<file path="src/shell_pkg.sv">
/*
  Shared widths, register map and boot encodings of the board shell.
  The register map assumes a 4-bit word address and a 32-bit data bus.
*/
package shell_pkg;

  //////////////////////////////////////////////////////////////////////
  // Bus and pad widths
  //////////////////////////////////////////////////////////////////////

  localparam int unsigned WbAddrWidth   = 4;
  localparam int unsigned WbDataWidth   = 32;
  localparam int unsigned FanLevelWidth = 4;
  localparam int unsigned NumSpiCs      = 2;
  localparam int unsigned SpiDataWidth  = 4;

  // Read-only identification word
  localparam logic [WbDataWidth-1:0] ShellId = 32'h5E11_0001;

  //////////////////////////////////////////////////////////////////////
  // Encodings
  //////////////////////////////////////////////////////////////////////

  // Word addresses of the register block
  typedef enum logic [WbAddrWidth-1:0] {
    RegId     = 4'd0,
    RegBoot   = 4'd1,
    RegFan    = 4'd2,
    RegStatus = 4'd3
  } reg_addr_e;

  // Boot source handed to the SoC
  typedef enum logic [1:0] {
    BootPassive  = 2'd0,
    BootSpiSd    = 2'd1,
    BootSpiFlash = 2'd2,
    BootUart     = 2'd3
  } boot_mode_e;

endpackage

</file>
<file path="src/rst_sync.sv">
/*
  Reset synchronizer. Assertion is asynchronous, release takes two soc_clk edges.
  In test mode the raw board reset passes straight through for scan.
*/
`timescale 1ns/100ps

module rst_sync (
  input  logic soc_clk,
  input  logic rst_n,
  input  logic test_mode_i,
  output logic rst_sync_n_o
);

  logic [1:0] sync_q;

  // Chain clears at once and fills with ones after release
  always_ff @(posedge soc_clk or negedge rst_n) begin
    if (!rst_n) begin
      sync_q <= 2'b00;
    end else begin
      sync_q <= {sync_q[0], 1'b1};
    end
  end

  // Scan needs direct control of reset
  assign rst_sync_n_o = test_mode_i ? rst_n : sync_q[1];

  // Release is never earlier than two edges after the board reset rises
  a_release_late: assert property (
    @(posedge soc_clk) disable iff (test_mode_i)
    $rose(rst_sync_n_o) |-> $past(rst_n, 2)
  );

endmodule

</file>
<file path="src/rtc_divider.sv">
/*
  Square-wave RTC from soc_clk. Period is exactly 2 * RtcHalfDiv cycles.
  RtcHalfDiv must be at least 1.
*/
`timescale 1ns/100ps

module rtc_divider #(
  parameter int unsigned RtcHalfDiv = 25
) (
  input  logic soc_clk,
  input  logic rst_n,
  output logic rtc_clk_o
);

  localparam int unsigned CntWidth = (RtcHalfDiv > 1) ? $clog2(RtcHalfDiv) : 1;
  localparam logic [CntWidth-1:0] CntLast = CntWidth'(RtcHalfDiv - 1);

  logic [CntWidth-1:0] cnt_q;
  logic                rtc_q;

  always_ff @(posedge soc_clk or negedge rst_n) begin
    if (!rst_n) begin
      cnt_q <= '0;
      rtc_q <= 1'b0;
    end else if (cnt_q == CntLast) begin
      cnt_q <= '0;
      rtc_q <= ~rtc_q;
    end else begin
      cnt_q <= cnt_q + CntWidth'(1);
    end
  end

  assign rtc_clk_o = rtc_q;

  a_cnt_range: assert property (
    @(posedge soc_clk) disable iff (!rst_n) cnt_q <= CntLast
  );

endmodule

</file>
<file path="src/fan_pwm.sv">
/*
  Sixteen-slot fan PWM, each slot PwmPrescale cycles long.
  The level is taken once per period, so 100% duty is not reachable.
*/
`timescale 1ns/100ps

module fan_pwm #(
  parameter int unsigned PwmPrescale = 64
) (
  input  logic                                soc_clk,
  input  logic                                rst_n,
  input  logic [shell_pkg::FanLevelWidth-1:0] level_i,
  output logic                                fan_pwm_o
);

  localparam int unsigned PreWidth = (PwmPrescale > 1) ? $clog2(PwmPrescale) : 1;
  localparam logic [PreWidth-1:0] PreLast = PreWidth'(PwmPrescale - 1);

  logic [PreWidth-1:0]                 pre_q;
  logic [shell_pkg::FanLevelWidth-1:0] slot_q;
  logic [shell_pkg::FanLevelWidth-1:0] level_q;
  logic                                slot_end;
  logic                                period_end;
  logic                                pwm_q;

  assign slot_end   = (pre_q == PreLast);
  assign period_end = slot_end && (slot_q == '1);

  // Counters start at the last slot so the first edge opens a period
  always_ff @(posedge soc_clk or negedge rst_n) begin
    if (!rst_n) begin
      pre_q   <= PreLast;
      slot_q  <= '1;
      level_q <= '0;
      pwm_q   <= 1'b0;
    end else begin
      pre_q <= slot_end ? '0 : pre_q + PreWidth'(1);
      if (slot_end) begin
        slot_q <= slot_q + 1'b1;
      end
      if (period_end) begin
        level_q <= level_i;
      end
      // High for the first level slots of the period
      pwm_q <= (slot_q < level_q);
    end
  end

  assign fan_pwm_o = pwm_q;

  a_zero_level_off: assert property (
    @(posedge soc_clk) disable iff (!rst_n) (level_q == '0) |-> !fan_pwm_o
  );

endmodule

</file>
<file path="src/spi_pad_mux.sv">
/*
  Combinational SPI pad routing. Chip select 0 is the SD slot, 1 the QSPI flash.
  Pads are split into output, output-enable and input ports.
*/
`timescale 1ns/100ps

module spi_pad_mux (
  // SoC SPI host side
  input  logic                               soc_sck_i,
  input  logic                               soc_sck_en_i,
  input  logic [shell_pkg::NumSpiCs-1:0]     soc_csb_i,
  input  logic [shell_pkg::NumSpiCs-1:0]     soc_csb_en_i,
  input  logic [shell_pkg::SpiDataWidth-1:0] soc_sd_i,
  input  logic [shell_pkg::SpiDataWidth-1:0] soc_sd_en_i,
  output logic [shell_pkg::SpiDataWidth-1:0] soc_sd_o,
  // SD card slot in SPI mode
  output logic                               sd_sclk_o,
  output logic                               sd_dat3_o,
  output logic                               sd_cmd_o,
  output logic [1:0]                         sd_dat12_o,
  input  logic                               sd_dat0_i,
  // Quad-SPI flash
  output logic                               flash_sck_o,
  output logic                               flash_sck_oe_o,
  output logic                               flash_csb_o,
  output logic                               flash_csb_oe_o,
  output logic [shell_pkg::SpiDataWidth-1:0] flash_sd_o,
  output logic [shell_pkg::SpiDataWidth-1:0] flash_sd_oe_o,
  input  logic [shell_pkg::SpiDataWidth-1:0] flash_sd_i
);

  logic [shell_pkg::SpiDataWidth-1:0] sd_in;

  // SD pins idle high when the host does not drive them
  assign sd_sclk_o  = soc_sck_en_i    ? soc_sck_i    : 1'b1;
  assign sd_dat3_o  = soc_csb_en_i[0] ? soc_csb_i[0] : 1'b1;
  assign sd_cmd_o   = soc_sd_en_i[0]  ? soc_sd_i[0]  : 1'b1;
  assign sd_dat12_o = 2'b11;

  // MISO of the card lands on data line 1
  assign sd_in = {2'b00, sd_dat0_i, 1'b0};

  // Flash follows the host directly
  assign flash_sck_o    = soc_sck_i;
  assign flash_sck_oe_o = soc_sck_en_i;
  assign flash_csb_o    = soc_csb_i[1];
  assign flash_csb_oe_o = soc_csb_en_i[1];
  assign flash_sd_o     = soc_sd_i;
  assign flash_sd_oe_o  = soc_sd_en_i;

  // Input merge by active-low chip select
  assign soc_sd_o = ({shell_pkg::SpiDataWidth{~soc_csb_i[0]}} & sd_in) |
                    ({shell_pkg::SpiDataWidth{~soc_csb_i[1]}} & flash_sd_i);

  // Both devices selected would short their MISO lines on the SoC side
  a_cs_exclusive: assert final (
    $isunknown({soc_csb_i, soc_csb_en_i}) ||
    !(soc_csb_en_i[0] && !soc_csb_i[0] && soc_csb_en_i[1] && !soc_csb_i[1])
  );

endmodule

</file>
<file path="src/shell_regs.sv">
/*
  Wishbone classic register block with a one-cycle reply. The master must drop stb
  after ack or err, else a second reply follows. Bad address or read-only write errs.
*/
`timescale 1ns/100ps

module shell_regs (
  input  logic                                soc_clk,
  input  logic                                rst_n,
  // Wishbone classic slave
  input  logic                                wb_cyc_i,
  input  logic                                wb_stb_i,
  input  logic                                wb_we_i,
  input  logic [shell_pkg::WbAddrWidth-1:0]   wb_adr_i,
  input  logic [shell_pkg::WbDataWidth-1:0]   wb_dat_i,
  output logic [shell_pkg::WbDataWidth-1:0]   wb_dat_o,
  output logic                                wb_ack_o,
  output logic                                wb_err_o,
  // Board inputs and effective settings
  input  logic [1:0]                          boot_sw_i,
  input  logic [shell_pkg::FanLevelWidth-1:0] fan_sw_i,
  input  logic                                test_mode_i,
  output shell_pkg::boot_mode_e               boot_mode_o,
  output logic [shell_pkg::FanLevelWidth-1:0] fan_level_o
);

  logic                                req;
  logic                                ack_d;
  logic                                err_d;
  logic                                ack_q;
  logic                                err_q;
  logic                                boot_wr;
  logic                                fan_wr;
  logic [shell_pkg::WbDataWidth-1:0]   status;
  logic [shell_pkg::WbDataWidth-1:0]   rdata_d;
  logic [shell_pkg::WbDataWidth-1:0]   rdata_q;
  shell_pkg::boot_mode_e               boot_val_q;
  logic                                boot_sel_q;
  logic [shell_pkg::FanLevelWidth-1:0] fan_lvl_q;
  logic                                fan_en_q;

  //////////////////////////////////////////////////////////////////////
  // Request decode
  //////////////////////////////////////////////////////////////////////

  // No new request while a reply is on the bus
  assign req = wb_cyc_i && wb_stb_i && !ack_q && !err_q;

  assign status = {24'b0, fan_level_o, 1'b0, test_mode_i, boot_mode_o};

  always_comb begin
    ack_d   = 1'b0;
    err_d   = 1'b0;
    boot_wr = 1'b0;
    fan_wr  = 1'b0;
    rdata_d = '0;
    if (req) begin
      ack_d = 1'b1;
      case (shell_pkg::reg_addr_e'(wb_adr_i))
        shell_pkg::RegId: begin
          rdata_d = shell_pkg::ShellId;
          err_d   = wb_we_i;
        end
        shell_pkg::RegBoot: begin
          rdata_d = {29'b0, boot_sel_q, boot_val_q};
          boot_wr = wb_we_i;
        end
        shell_pkg::RegFan: begin
          rdata_d = {27'b0, fan_en_q, fan_lvl_q};
          fan_wr  = wb_we_i;
        end
        shell_pkg::RegStatus: begin
          rdata_d = status;
          err_d   = wb_we_i;
        end
        default: err_d = 1'b1;
      endcase
      if (err_d) begin
        ack_d   = 1'b0;
        rdata_d = '0;
      end
    end
  end

  //////////////////////////////////////////////////////////////////////
  // State
  //////////////////////////////////////////////////////////////////////

  always_ff @(posedge soc_clk or negedge rst_n) begin
    if (!rst_n) begin
      ack_q      <= 1'b0;
      err_q      <= 1'b0;
      rdata_q    <= '0;
      boot_val_q <= shell_pkg::BootPassive;
      boot_sel_q <= 1'b0;
      fan_lvl_q  <= '0;
      fan_en_q   <= 1'b0;
    end else begin
      ack_q   <= ack_d;
      err_q   <= err_d;
      rdata_q <= rdata_d;
      if (boot_wr) begin
        boot_val_q <= shell_pkg::boot_mode_e'(wb_dat_i[1:0]);
        boot_sel_q <= wb_dat_i[2];
      end
      if (fan_wr) begin
        fan_lvl_q <= wb_dat_i[3:0];
        fan_en_q  <= wb_dat_i[4];
      end
    end
  end

  assign wb_ack_o = ack_q;
  assign wb_err_o = err_q;
  assign wb_dat_o = rdata_q;

  // Overrides win over the board switches
  assign boot_mode_o = boot_sel_q ? boot_val_q : shell_pkg::boot_mode_e'(boot_sw_i);
  assign fan_level_o = fan_en_q ? fan_lvl_q : fan_sw_i;

  a_one_reply: assert property (
    @(posedge soc_clk) disable iff (!rst_n) !(wb_ack_o && wb_err_o)
  );

  a_reply_needs_req: assert property (
    @(posedge soc_clk) disable iff (!rst_n)
    (wb_ack_o || wb_err_o) |-> $past(wb_cyc_i && wb_stb_i)
  );

endmodule

</file>
<file path="src/board_shell_top.sv">
/*
  Board shell between FPGA pins and the SoC core. The register bus stands in for
  the SoC, and all pads are split into separate in, out and enable ports.
*/
`timescale 1ns/100ps

module board_shell_top #(
  parameter int unsigned RtcHalfDiv  = 25,
  parameter int unsigned PwmPrescale = 64
) (
  input  logic                                soc_clk,
  input  logic                                rst_n,
  input  logic                                test_mode_i,
  input  logic [1:0]                          boot_sw_i,
  input  logic [shell_pkg::FanLevelWidth-1:0] fan_sw_i,
  // Register bus
  input  logic                                wb_cyc_i,
  input  logic                                wb_stb_i,
  input  logic                                wb_we_i,
  input  logic [shell_pkg::WbAddrWidth-1:0]   wb_adr_i,
  input  logic [shell_pkg::WbDataWidth-1:0]   wb_dat_i,
  output logic [shell_pkg::WbDataWidth-1:0]   wb_dat_o,
  output logic                                wb_ack_o,
  output logic                                wb_err_o,
  // To the SoC and board
  output shell_pkg::boot_mode_e               boot_mode_o,
  output logic                                rtc_clk_o,
  output logic                                fan_pwm_o,
  // SoC SPI host
  input  logic                                soc_sck_i,
  input  logic                                soc_sck_en_i,
  input  logic [shell_pkg::NumSpiCs-1:0]      soc_csb_i,
  input  logic [shell_pkg::NumSpiCs-1:0]      soc_csb_en_i,
  input  logic [shell_pkg::SpiDataWidth-1:0]  soc_sd_i,
  input  logic [shell_pkg::SpiDataWidth-1:0]  soc_sd_en_i,
  output logic [shell_pkg::SpiDataWidth-1:0]  soc_sd_o,
  // SD slot pads
  output logic                                sd_sclk_o,
  output logic                                sd_dat3_o,
  output logic                                sd_cmd_o,
  output logic [1:0]                          sd_dat12_o,
  input  logic                                sd_dat0_i,
  // Flash pads
  output logic                                flash_sck_o,
  output logic                                flash_sck_oe_o,
  output logic                                flash_csb_o,
  output logic                                flash_csb_oe_o,
  output logic [shell_pkg::SpiDataWidth-1:0]  flash_sd_o,
  output logic [shell_pkg::SpiDataWidth-1:0]  flash_sd_oe_o,
  input  logic [shell_pkg::SpiDataWidth-1:0]  flash_sd_i
);

  logic                                rst_sync_n;
  logic [shell_pkg::FanLevelWidth-1:0] fan_level;

  //////////////////////////////////////////////////////////////////////
  // Reset and registers
  //////////////////////////////////////////////////////////////////////

  rst_sync u_rst_sync (
    .soc_clk      ( soc_clk     ),
    .rst_n        ( rst_n       ),
    .test_mode_i  ( test_mode_i ),
    .rst_sync_n_o ( rst_sync_n  )
  );

  shell_regs u_shell_regs (
    .soc_clk     ( soc_clk     ),
    .rst_n       ( rst_sync_n  ),
    .wb_cyc_i    ( wb_cyc_i    ),
    .wb_stb_i    ( wb_stb_i    ),
    .wb_we_i     ( wb_we_i     ),
    .wb_adr_i    ( wb_adr_i    ),
    .wb_dat_i    ( wb_dat_i    ),
    .wb_dat_o    ( wb_dat_o    ),
    .wb_ack_o    ( wb_ack_o    ),
    .wb_err_o    ( wb_err_o    ),
    .boot_sw_i   ( boot_sw_i   ),
    .fan_sw_i    ( fan_sw_i    ),
    .test_mode_i ( test_mode_i ),
    .boot_mode_o ( boot_mode_o ),
    .fan_level_o ( fan_level   )
  );

  //////////////////////////////////////////////////////////////////////
  // Timers
  //////////////////////////////////////////////////////////////////////

  rtc_divider #(
    .RtcHalfDiv ( RtcHalfDiv )
  ) u_rtc_divider (
    .soc_clk   ( soc_clk    ),
    .rst_n     ( rst_sync_n ),
    .rtc_clk_o ( rtc_clk_o  )
  );

  fan_pwm #(
    .PwmPrescale ( PwmPrescale )
  ) u_fan_pwm (
    .soc_clk   ( soc_clk    ),
    .rst_n     ( rst_sync_n ),
    .level_i   ( fan_level  ),
    .fan_pwm_o ( fan_pwm_o  )
  );

  // SD on chip select 0, flash on chip select 1
  spi_pad_mux u_spi_pad_mux (
    .soc_sck_i      ( soc_sck_i      ),
    .soc_sck_en_i   ( soc_sck_en_i   ),
    .soc_csb_i      ( soc_csb_i      ),
    .soc_csb_en_i   ( soc_csb_en_i   ),
    .soc_sd_i       ( soc_sd_i       ),
    .soc_sd_en_i    ( soc_sd_en_i    ),
    .soc_sd_o       ( soc_sd_o       ),
    .sd_sclk_o      ( sd_sclk_o      ),
    .sd_dat3_o      ( sd_dat3_o      ),
    .sd_cmd_o       ( sd_cmd_o       ),
    .sd_dat12_o     ( sd_dat12_o     ),
    .sd_dat0_i      ( sd_dat0_i      ),
    .flash_sck_o    ( flash_sck_o    ),
    .flash_sck_oe_o ( flash_sck_oe_o ),
    .flash_csb_o    ( flash_csb_o    ),
    .flash_csb_oe_o ( flash_csb_oe_o ),
    .flash_sd_o     ( flash_sd_o     ),
    .flash_sd_oe_o  ( flash_sd_oe_o  ),
    .flash_sd_i     ( flash_sd_i     )
  );

endmodule

</file>
<file path="config.mk">
export PLATFORM = sky130hd
export DESIGN_NAME = board_shell_top
export DESIGN_NICKNAME = d
export VERILOG_FILES = /design/src/shell_pkg.sv /design/src/rst_sync.sv /design/src/rtc_divider.sv /design/src/fan_pwm.sv /design/src/spi_pad_mux.sv /design/src/shell_regs.sv /design/src/board_shell_top.sv
export SDC_FILE = /design/constraint.sdc
export NUM_CORES = 1
export LEC_CHECK = 0
export BUFFER_PORTS_ARGS = -buffer_cell sky130_fd_sc_hd__buf_2
export CORE_MARGIN = 2
export CORE_UTILIZATION = 47
export DETAILED_ROUTE_END_ITERATION = 12
export PLACE_DENSITY = 0.91
export SYNTH_ARGS = -nofsm -noshare
export SYNTH_HDL_FRONTEND = slang
export SYNTH_SLANG_ARGS = --single-unit
</file>
<file path="constraint.sdc">
create_clock -name soc_clk -period 2.98 [get_ports soc_clk]
set_clock_uncertainty 0.1 [all_clocks]
set_input_delay 0.298 -clock soc_clk [delete_from_list [all_inputs] [get_ports soc_clk]]
set_output_delay 0.298 -clock soc_clk [all_outputs]
set_load 0.02 [all_outputs]
</file>
==> metrics, run 1 <==
area grow syn2layout=14.03%; final WL=4256 um; DP Wirelength=3260 um; cell area power density=509.1 nW/um^2; Worst slew margin=39.68%; GRT Util Overall=16.91%; deepest clock path buffer count=2; run status=finished clean; Worst-Skew Late Latency=0.29 ns; Setup violations, final=0; sequential area share after synthesis=48.27%; total grt overflow=0; CTS Hold Bufs=1; largest net degree at the start of global routing=41; Worst Max-Slew Pin Slew=0.9048 ns; period utilisation layout=67.72%; Max FO, Critical Path=7; CTS root buf=clkbuf_8; CTS buffer count=5; die area=5252 sq um; Initial Utilization=49.58%; Yosys warnings=0; WP data required=3.05 ns; PortBufs=65; drt initial violations=38; Critical Path Sink Type=flip-flop; number of synthesized register bits=42; drt via density=4.946; vias in the first global route=1537; highest clock rate=495.6 MHz; layout cells sized above 1=42.11%; row cnt=24; Final Hold Vio Count=0; most common cell after layout, fill and taps aside=buf_2; ys async rst share=100.0%; DRC Markers=0; crit path DAT=2.09 ns; post-CTS setup buffers=0; diodes inserted=0; most frequent cells in the layout=65 x buf_2, 32 x dfrtp_1, 20 x conb_1; via count=1479; initial antenna violation count=0; Synth Instances=195; LEAKAGE=1.314 nW; Routed Antenna Nets=0; Sink Count=42; Wirelength per Cell=14.23 um; max_cap viols=0; TritonCTS clock tree=yes; Top FF cell, synth=dfrtp_1; Crit Path Class=reg -> reg; Reg2Reg Depth=5; post-synth cell types=41; Worst Setup Start Kind=flip-flop; Reg clk slew, reported paths=0.08 ns; Final Max Slew Viols=0; die height=72.47 um; first-pass GRT wire length=6844 um; DIE WIDTH=72.47 um; EDFF count, synth=0; number of I/O pins=126; setup tns final=0 ns; Syn Area/Cell=11.30 sq um; RSZ-0062 raised after global routing=no; worst hold path type=in -> reg; hold path depth=2; Mapped Area=2203 sq um; post-CTS resize count=0; Cell Count Post-Placement=290; Detailed Routing Iterations Pass 1=4; Post-Layout Cell Count=299; Nets=320; routability cong.=0.7949; CTS H-tree depth=2; PnR Total Power=0.001279 W; placeable core area=4444 sq um; Tmin final=2.018 ns; VDD IR max=516.0 uV; Hold Worst Slack=0.1263 ns
[cell usage after synthesis, types with 5 or more instances]
cell      n  area [sq um]
buf_4    37         277.8
dfrtp_1  32         800.8
nor2_1   14         52.55
mux2_2   13         146.4
dfstp_2  10         262.8
inv_1     9         33.78
ha_1      7         87.58
mux2i_1   7         70.07
nor2b_1   6         37.54
nand2_1   5         18.77
xor2_1    5         43.79
[cell families (layout without fill, tap and decap cells)]
kind of cell,after synthesis,count (layout),synth area share (%)
adders and majority gates,7,7,3.975
muxes,21,21,10.51
and+or+nand+nor,47,47,12.66
other,2,20,0.3408
buffers and inverters,50,84,15.16
xor gates and xnor gates,9,9,3.577
AOI/OAI and AO/OA,17,17,5.508
DFF,42,42,48.27
[critical path, stage by stage (launching register included)]
cell and delay, ns:
dfstp_2 0.57, ha_1 0.24, nand2_1 0.12, nor2_4 0.19, and4_1 0.36, mux2_4 0.32
[through the flow]
step           worst slack (ns)  utilization [%]  cell area [sq um]
2_1_floorplan             1.150                -               2271
3_3_place_gp              1.030            53.21               2365
3_5_place_dp             0.9772            53.21               2365
4_1_cts                  0.9593            56.53               2512
5_1_grt                  0.8795            56.53               2512
6_report                 0.9620            56.53               2512
[power by group]
group          switching [W]  internal (W)  total [W]
registers          0.0000168      0.000586   0.000603
logic              0.0000927     0.0000560   0.000149
clock network       0.000192      0.000336   0.000527
total               0.000301      0.000978    0.00128
[sequential cells by signal, summed over array words and instances, names as in the netlist, 2 cells and up]
name and cells:
u_shell_regs.boot_val_q 2, u_fan_pwm.pre_q 6, u_rtc_divider.cnt_q 5, u_rst_sync.sync_q 2
u_shell_regs.wb_dat_o 9, u_fan_pwm.slot_q 4, u_shell_regs.fan_lvl_q 4, u_fan_pwm.level_q 4
[routing by layer]
metal  vias up  part of all wire (%)  global-route usage [%]
met3        10                   6.1                   4.861
met5         -                     0                       0
li1        699                     -                       -
met1       710                    40                   19.86
met2        60                    52                   29.66
met4         0                   2.2                   5.761
[layout make-up]
class | count | area, sq um
multi-input combinational | 121 | 873.3
clock inverter | 3 | 68.82
inverter | 10 | 37.54
clock buffer | 5 | 68.82
timing repair buffer | 66 | 335.3
tap | 52 | 65.06
fill | 392 | 1932
sequential | 42 | 1064
[final timing paths]
path,slack [ns],startpoint,end
hold / removal,0.13,wb_we_i,u_shell_regs.wb_dat_o[28]$_DFF_PN0_
hold reg to reg,0.26,u_rst_sync.sync_q[0]$_DFF_PN0_,u_rst_sync.sync_q[1]$_DFF_PN0_
setup reg to reg,0.96,u_fan_pwm.pre_q[0]$_DFF_PN1_,u_fan_pwm.level_q[0]$_DFFE_PN0P_
min in group asynchronous,0.22,test_mode_i,u_shell_regs.wb_dat_o[4]$_DFF_PN0_
max in group asynchronous,1.44,rst_n,u_shell_regs.wb_dat_o[6]$_DFF_PN0_
setup / recovery,0.96,u_fan_pwm.pre_q[0]$_DFF_PN1_,u_fan_pwm.level_q[0]$_DFFE_PN0P_
Note: power is estimated with default switching activity, not from simulation.
==> inputs of run 2 (changes only) <==
--- a/config.mk
+++ b/config.mk
@@ -7,9 +7,9 @@
 export LEC_CHECK = 0
 export BUFFER_PORTS_ARGS = -buffer_cell sky130_fd_sc_hd__buf_2
 export CORE_MARGIN = 2
-export CORE_UTILIZATION = 47
+export CORE_UTILIZATION = 44
 export DETAILED_ROUTE_END_ITERATION = 12
-export PLACE_DENSITY = 0.91
+export PLACE_DENSITY = 0.86
 export SYNTH_ARGS = -nofsm -noshare
 export SYNTH_HDL_FRONTEND = slang
 export SYNTH_SLANG_ARGS = --single-unit
==> constraint.sdc (replaced) <==
create_clock -name soc_clk -period 1.9 [get_ports soc_clk]
set_clock_uncertainty 0.1 [all_clocks]
set_input_delay 0.19 -clock soc_clk [delete_from_list [all_inputs] [get_ports soc_clk]]
set_output_delay 0.19 -clock soc_clk [all_outputs]
set_load 0.02 [all_outputs]
==> metrics, run 2 (synthesized netlist as in run 1, its figures left out) <==
period utilisation layout=92.10% (+24 points); cell area power density=741.5 nW/um^2 (+46%); Max FO, Critical Path=5 (-2); number of I/O pins=126 (unchanged); diodes inserted=0 (unchanged); Routed Antenna Nets=0 (unchanged); power share of the combinational group=12.5% (+0.9 points); Util after Layout=53.70% (-2.8 points); die height=74.77 um (+3.2%); DRC Markers=0 (unchanged); Worst-Skew Late Latency=0.29 ns (about the same); initial antenna violation count=0 (unchanged); Seq pwr share=49.6% (+2.4 points); CTS buffer count=5 (unchanged); TritonCTS clock tree=yes; register area=1064 sq um (unchanged); routability cong.=0.8610 (+8.3%); slowest CP cell=dfstp_2; WP data required=2.02 ns (-1.03 ns); GRT Util Overall=15.20% (-1.7 points); Sink Count=42 (unchanged); Reg clk slew, reported paths=0.08 ns (about the same); Tmin final=1.750 ns (-0.2681 ns); Wirelength per Cell=12.60 um (-11%); setup tns final=0 ns (unchanged); area grow syn2layout=16.64%; drt via density=4.651 (-6.0%); Fill cells=428 (+9.2%); worst hold path type=in -> reg; placeable core area=4786 sq um (+7.7%); PortBufs=65 (unchanged); final WL=4045 um (-5.0%); Worst Setup Start Kind=flip-flop; Setup violations, final=0 (unchanged); Net Sw Power=0.0004623 W (+54%); clock network power share=37.9% (-3.3 points); P_int=0.001443 W (+48%); Multi-input gate area=875.8 sq um (+0.29%); CTS H-tree depth=2 (unchanged); DIE WIDTH=74.77 um (+3.2%); Final Max Slew Viols=0 (unchanged); Detailed Routing Iterations Pass 1=4 (unchanged); via count=1493 (+0.95%); CTS root buf=clkbuf_8; first-pass GRT wire length=6403 um (-6.4%); DP Wirelength=3197 um (-1.9%); vias in the first global route=1410 (-8.3%); highest clock rate=571.5 MHz (+15%); most common cell after layout, fill and taps aside=buf_2; max_cap viols=0 (unchanged); drt initial violations=29 (-24%); die area=5590 sq um (+6.4%); Nets=327 (+2.2%); Initial Utilization=46.04% (-3.5 points); layout cells sized above 1=42.91% (+0.81 points); crit-path cells=ha_2, nand2_1, nor2_4, and4_1, buf_4, mux2i_1; VDD IR max=521.7 uV (+1.1%); RSZ-0062 raised after global routing=no; max reg flops=9 (unchanged); Crit Path Class=reg -> reg; run status=finished clean; deepest clock path buffer count=2 (unchanged); Sw Share=24.26% (+0.72 points); row cnt=25 (+4.2%); most frequent cells in the layout=65 x buf_2, 32 x dfrtp_1, 20 x conb_1; worst path bufs/invs=1 (+1); CP max stage delay=0.57 ns (about the same); crit path DAT=1.87 ns (-0.22 ns); Critical Path Sink Type=flip-flop; LEAKAGE=1.337 nW (+1.8%); total grt overflow=0 (unchanged); Final Hold Vio Count=0 (unchanged); Crit path max-delay family=flip-flops; largest net degree at the start of global routing=22 (-46%)
## run 2: cell type report
cell class	count	area share, %
multi-input combinational	121	34.08
tap	67	3.262
timing repair buffer	73	15.29
inverter	10	1.461
clock inverter	1	1.168
clock buffer	7	3.359
sequential	42	41.38
## run 2: what timing repair did
item                       in CTS  in global routing
resized for setup               0                  1
setup endpoints to repair       0                  1
buffers inserted                0                  0
hold endpoints to repair       18                  0
hold buffers                    3                  0
## run 2: power groups by stage
stage	sequential [W]	clock (W)	combinational, W
2_1_floorplan	0.000951	0	0.000215
3_3_place_gp	0.000959	0	0.000232
3_5_place_dp	0.000961	0	0.000236
4_1_cts	0.000944	0.000733	0.000242
5_1_grt	0.000948	0.000772	0.000268
6_report	0.000945	0.000722	0.000239
## run 2: worst paths after layout
check | slack [ns] | end | startpoint | depth (start not counted)
worst max-delay path | 0.15 | u_fan_pwm.level_q[2]$_DFFE_PN0P_ | u_fan_pwm.pre_q[0]$_DFF_PN1_ | 6
worst min register to register | 0.24 | u_shell_regs.fan_lvl_q[2]$_DFFE_PN0P_ | u_rst_sync.sync_q[1]$_DFF_PN0_ | 1
max in group asynchronous | 0.56 | u_fan_pwm.pre_q[4]$_DFF_PN1_ | test_mode_i | 4
worst min-delay path | 0.02 | u_shell_regs.wb_dat_o[28]$_DFF_PN0_ | wb_adr_i[1] | 2
worst max register to register | 0.15 | u_fan_pwm.level_q[2]$_DFFE_PN0P_ | u_fan_pwm.pre_q[0]$_DFF_PN1_ | 6
min in group asynchronous | 0.14 | u_rst_sync.sync_q[1]$_DFF_PN0_ | rst_n | 2
## run 2: through the flow
stage	hold slack, ns	total power [W]	area [sq um]	worst slack [ns]	std cells
detailed placement	-0.1142	0.001197	2421	0.1014	310
global route	0.01322	0.001988	2570	0.03736	321
finish	0.01795	0.001906	2570	0.1501	321
floorplan	-0.2056	0.001167	2271	0.07006	213
CTS	0.01521	0.001919	2567	0.09335	321
global placement	-0.1189	0.001191	2421	0.1678	310
## run 2: worst register-to-register path, stage by stage (launching register included)
cell	delay [ns]
dfstp_2	0.57
ha_2	0.23
nand2_1	0.09
nor2_4	0.09
and4_1	0.25
buf_4	0.15
mux2i_1	0.19
## run 2: per-layer routing
layer	vias to the layer above	global-route usage, %	share of wire [%]
li1	715	-	-
met4	0	5.754	2.1
met2	59	24.39	48
met5	-	0	0
met1	709	19.98	43
met3	10	3.882	6.9
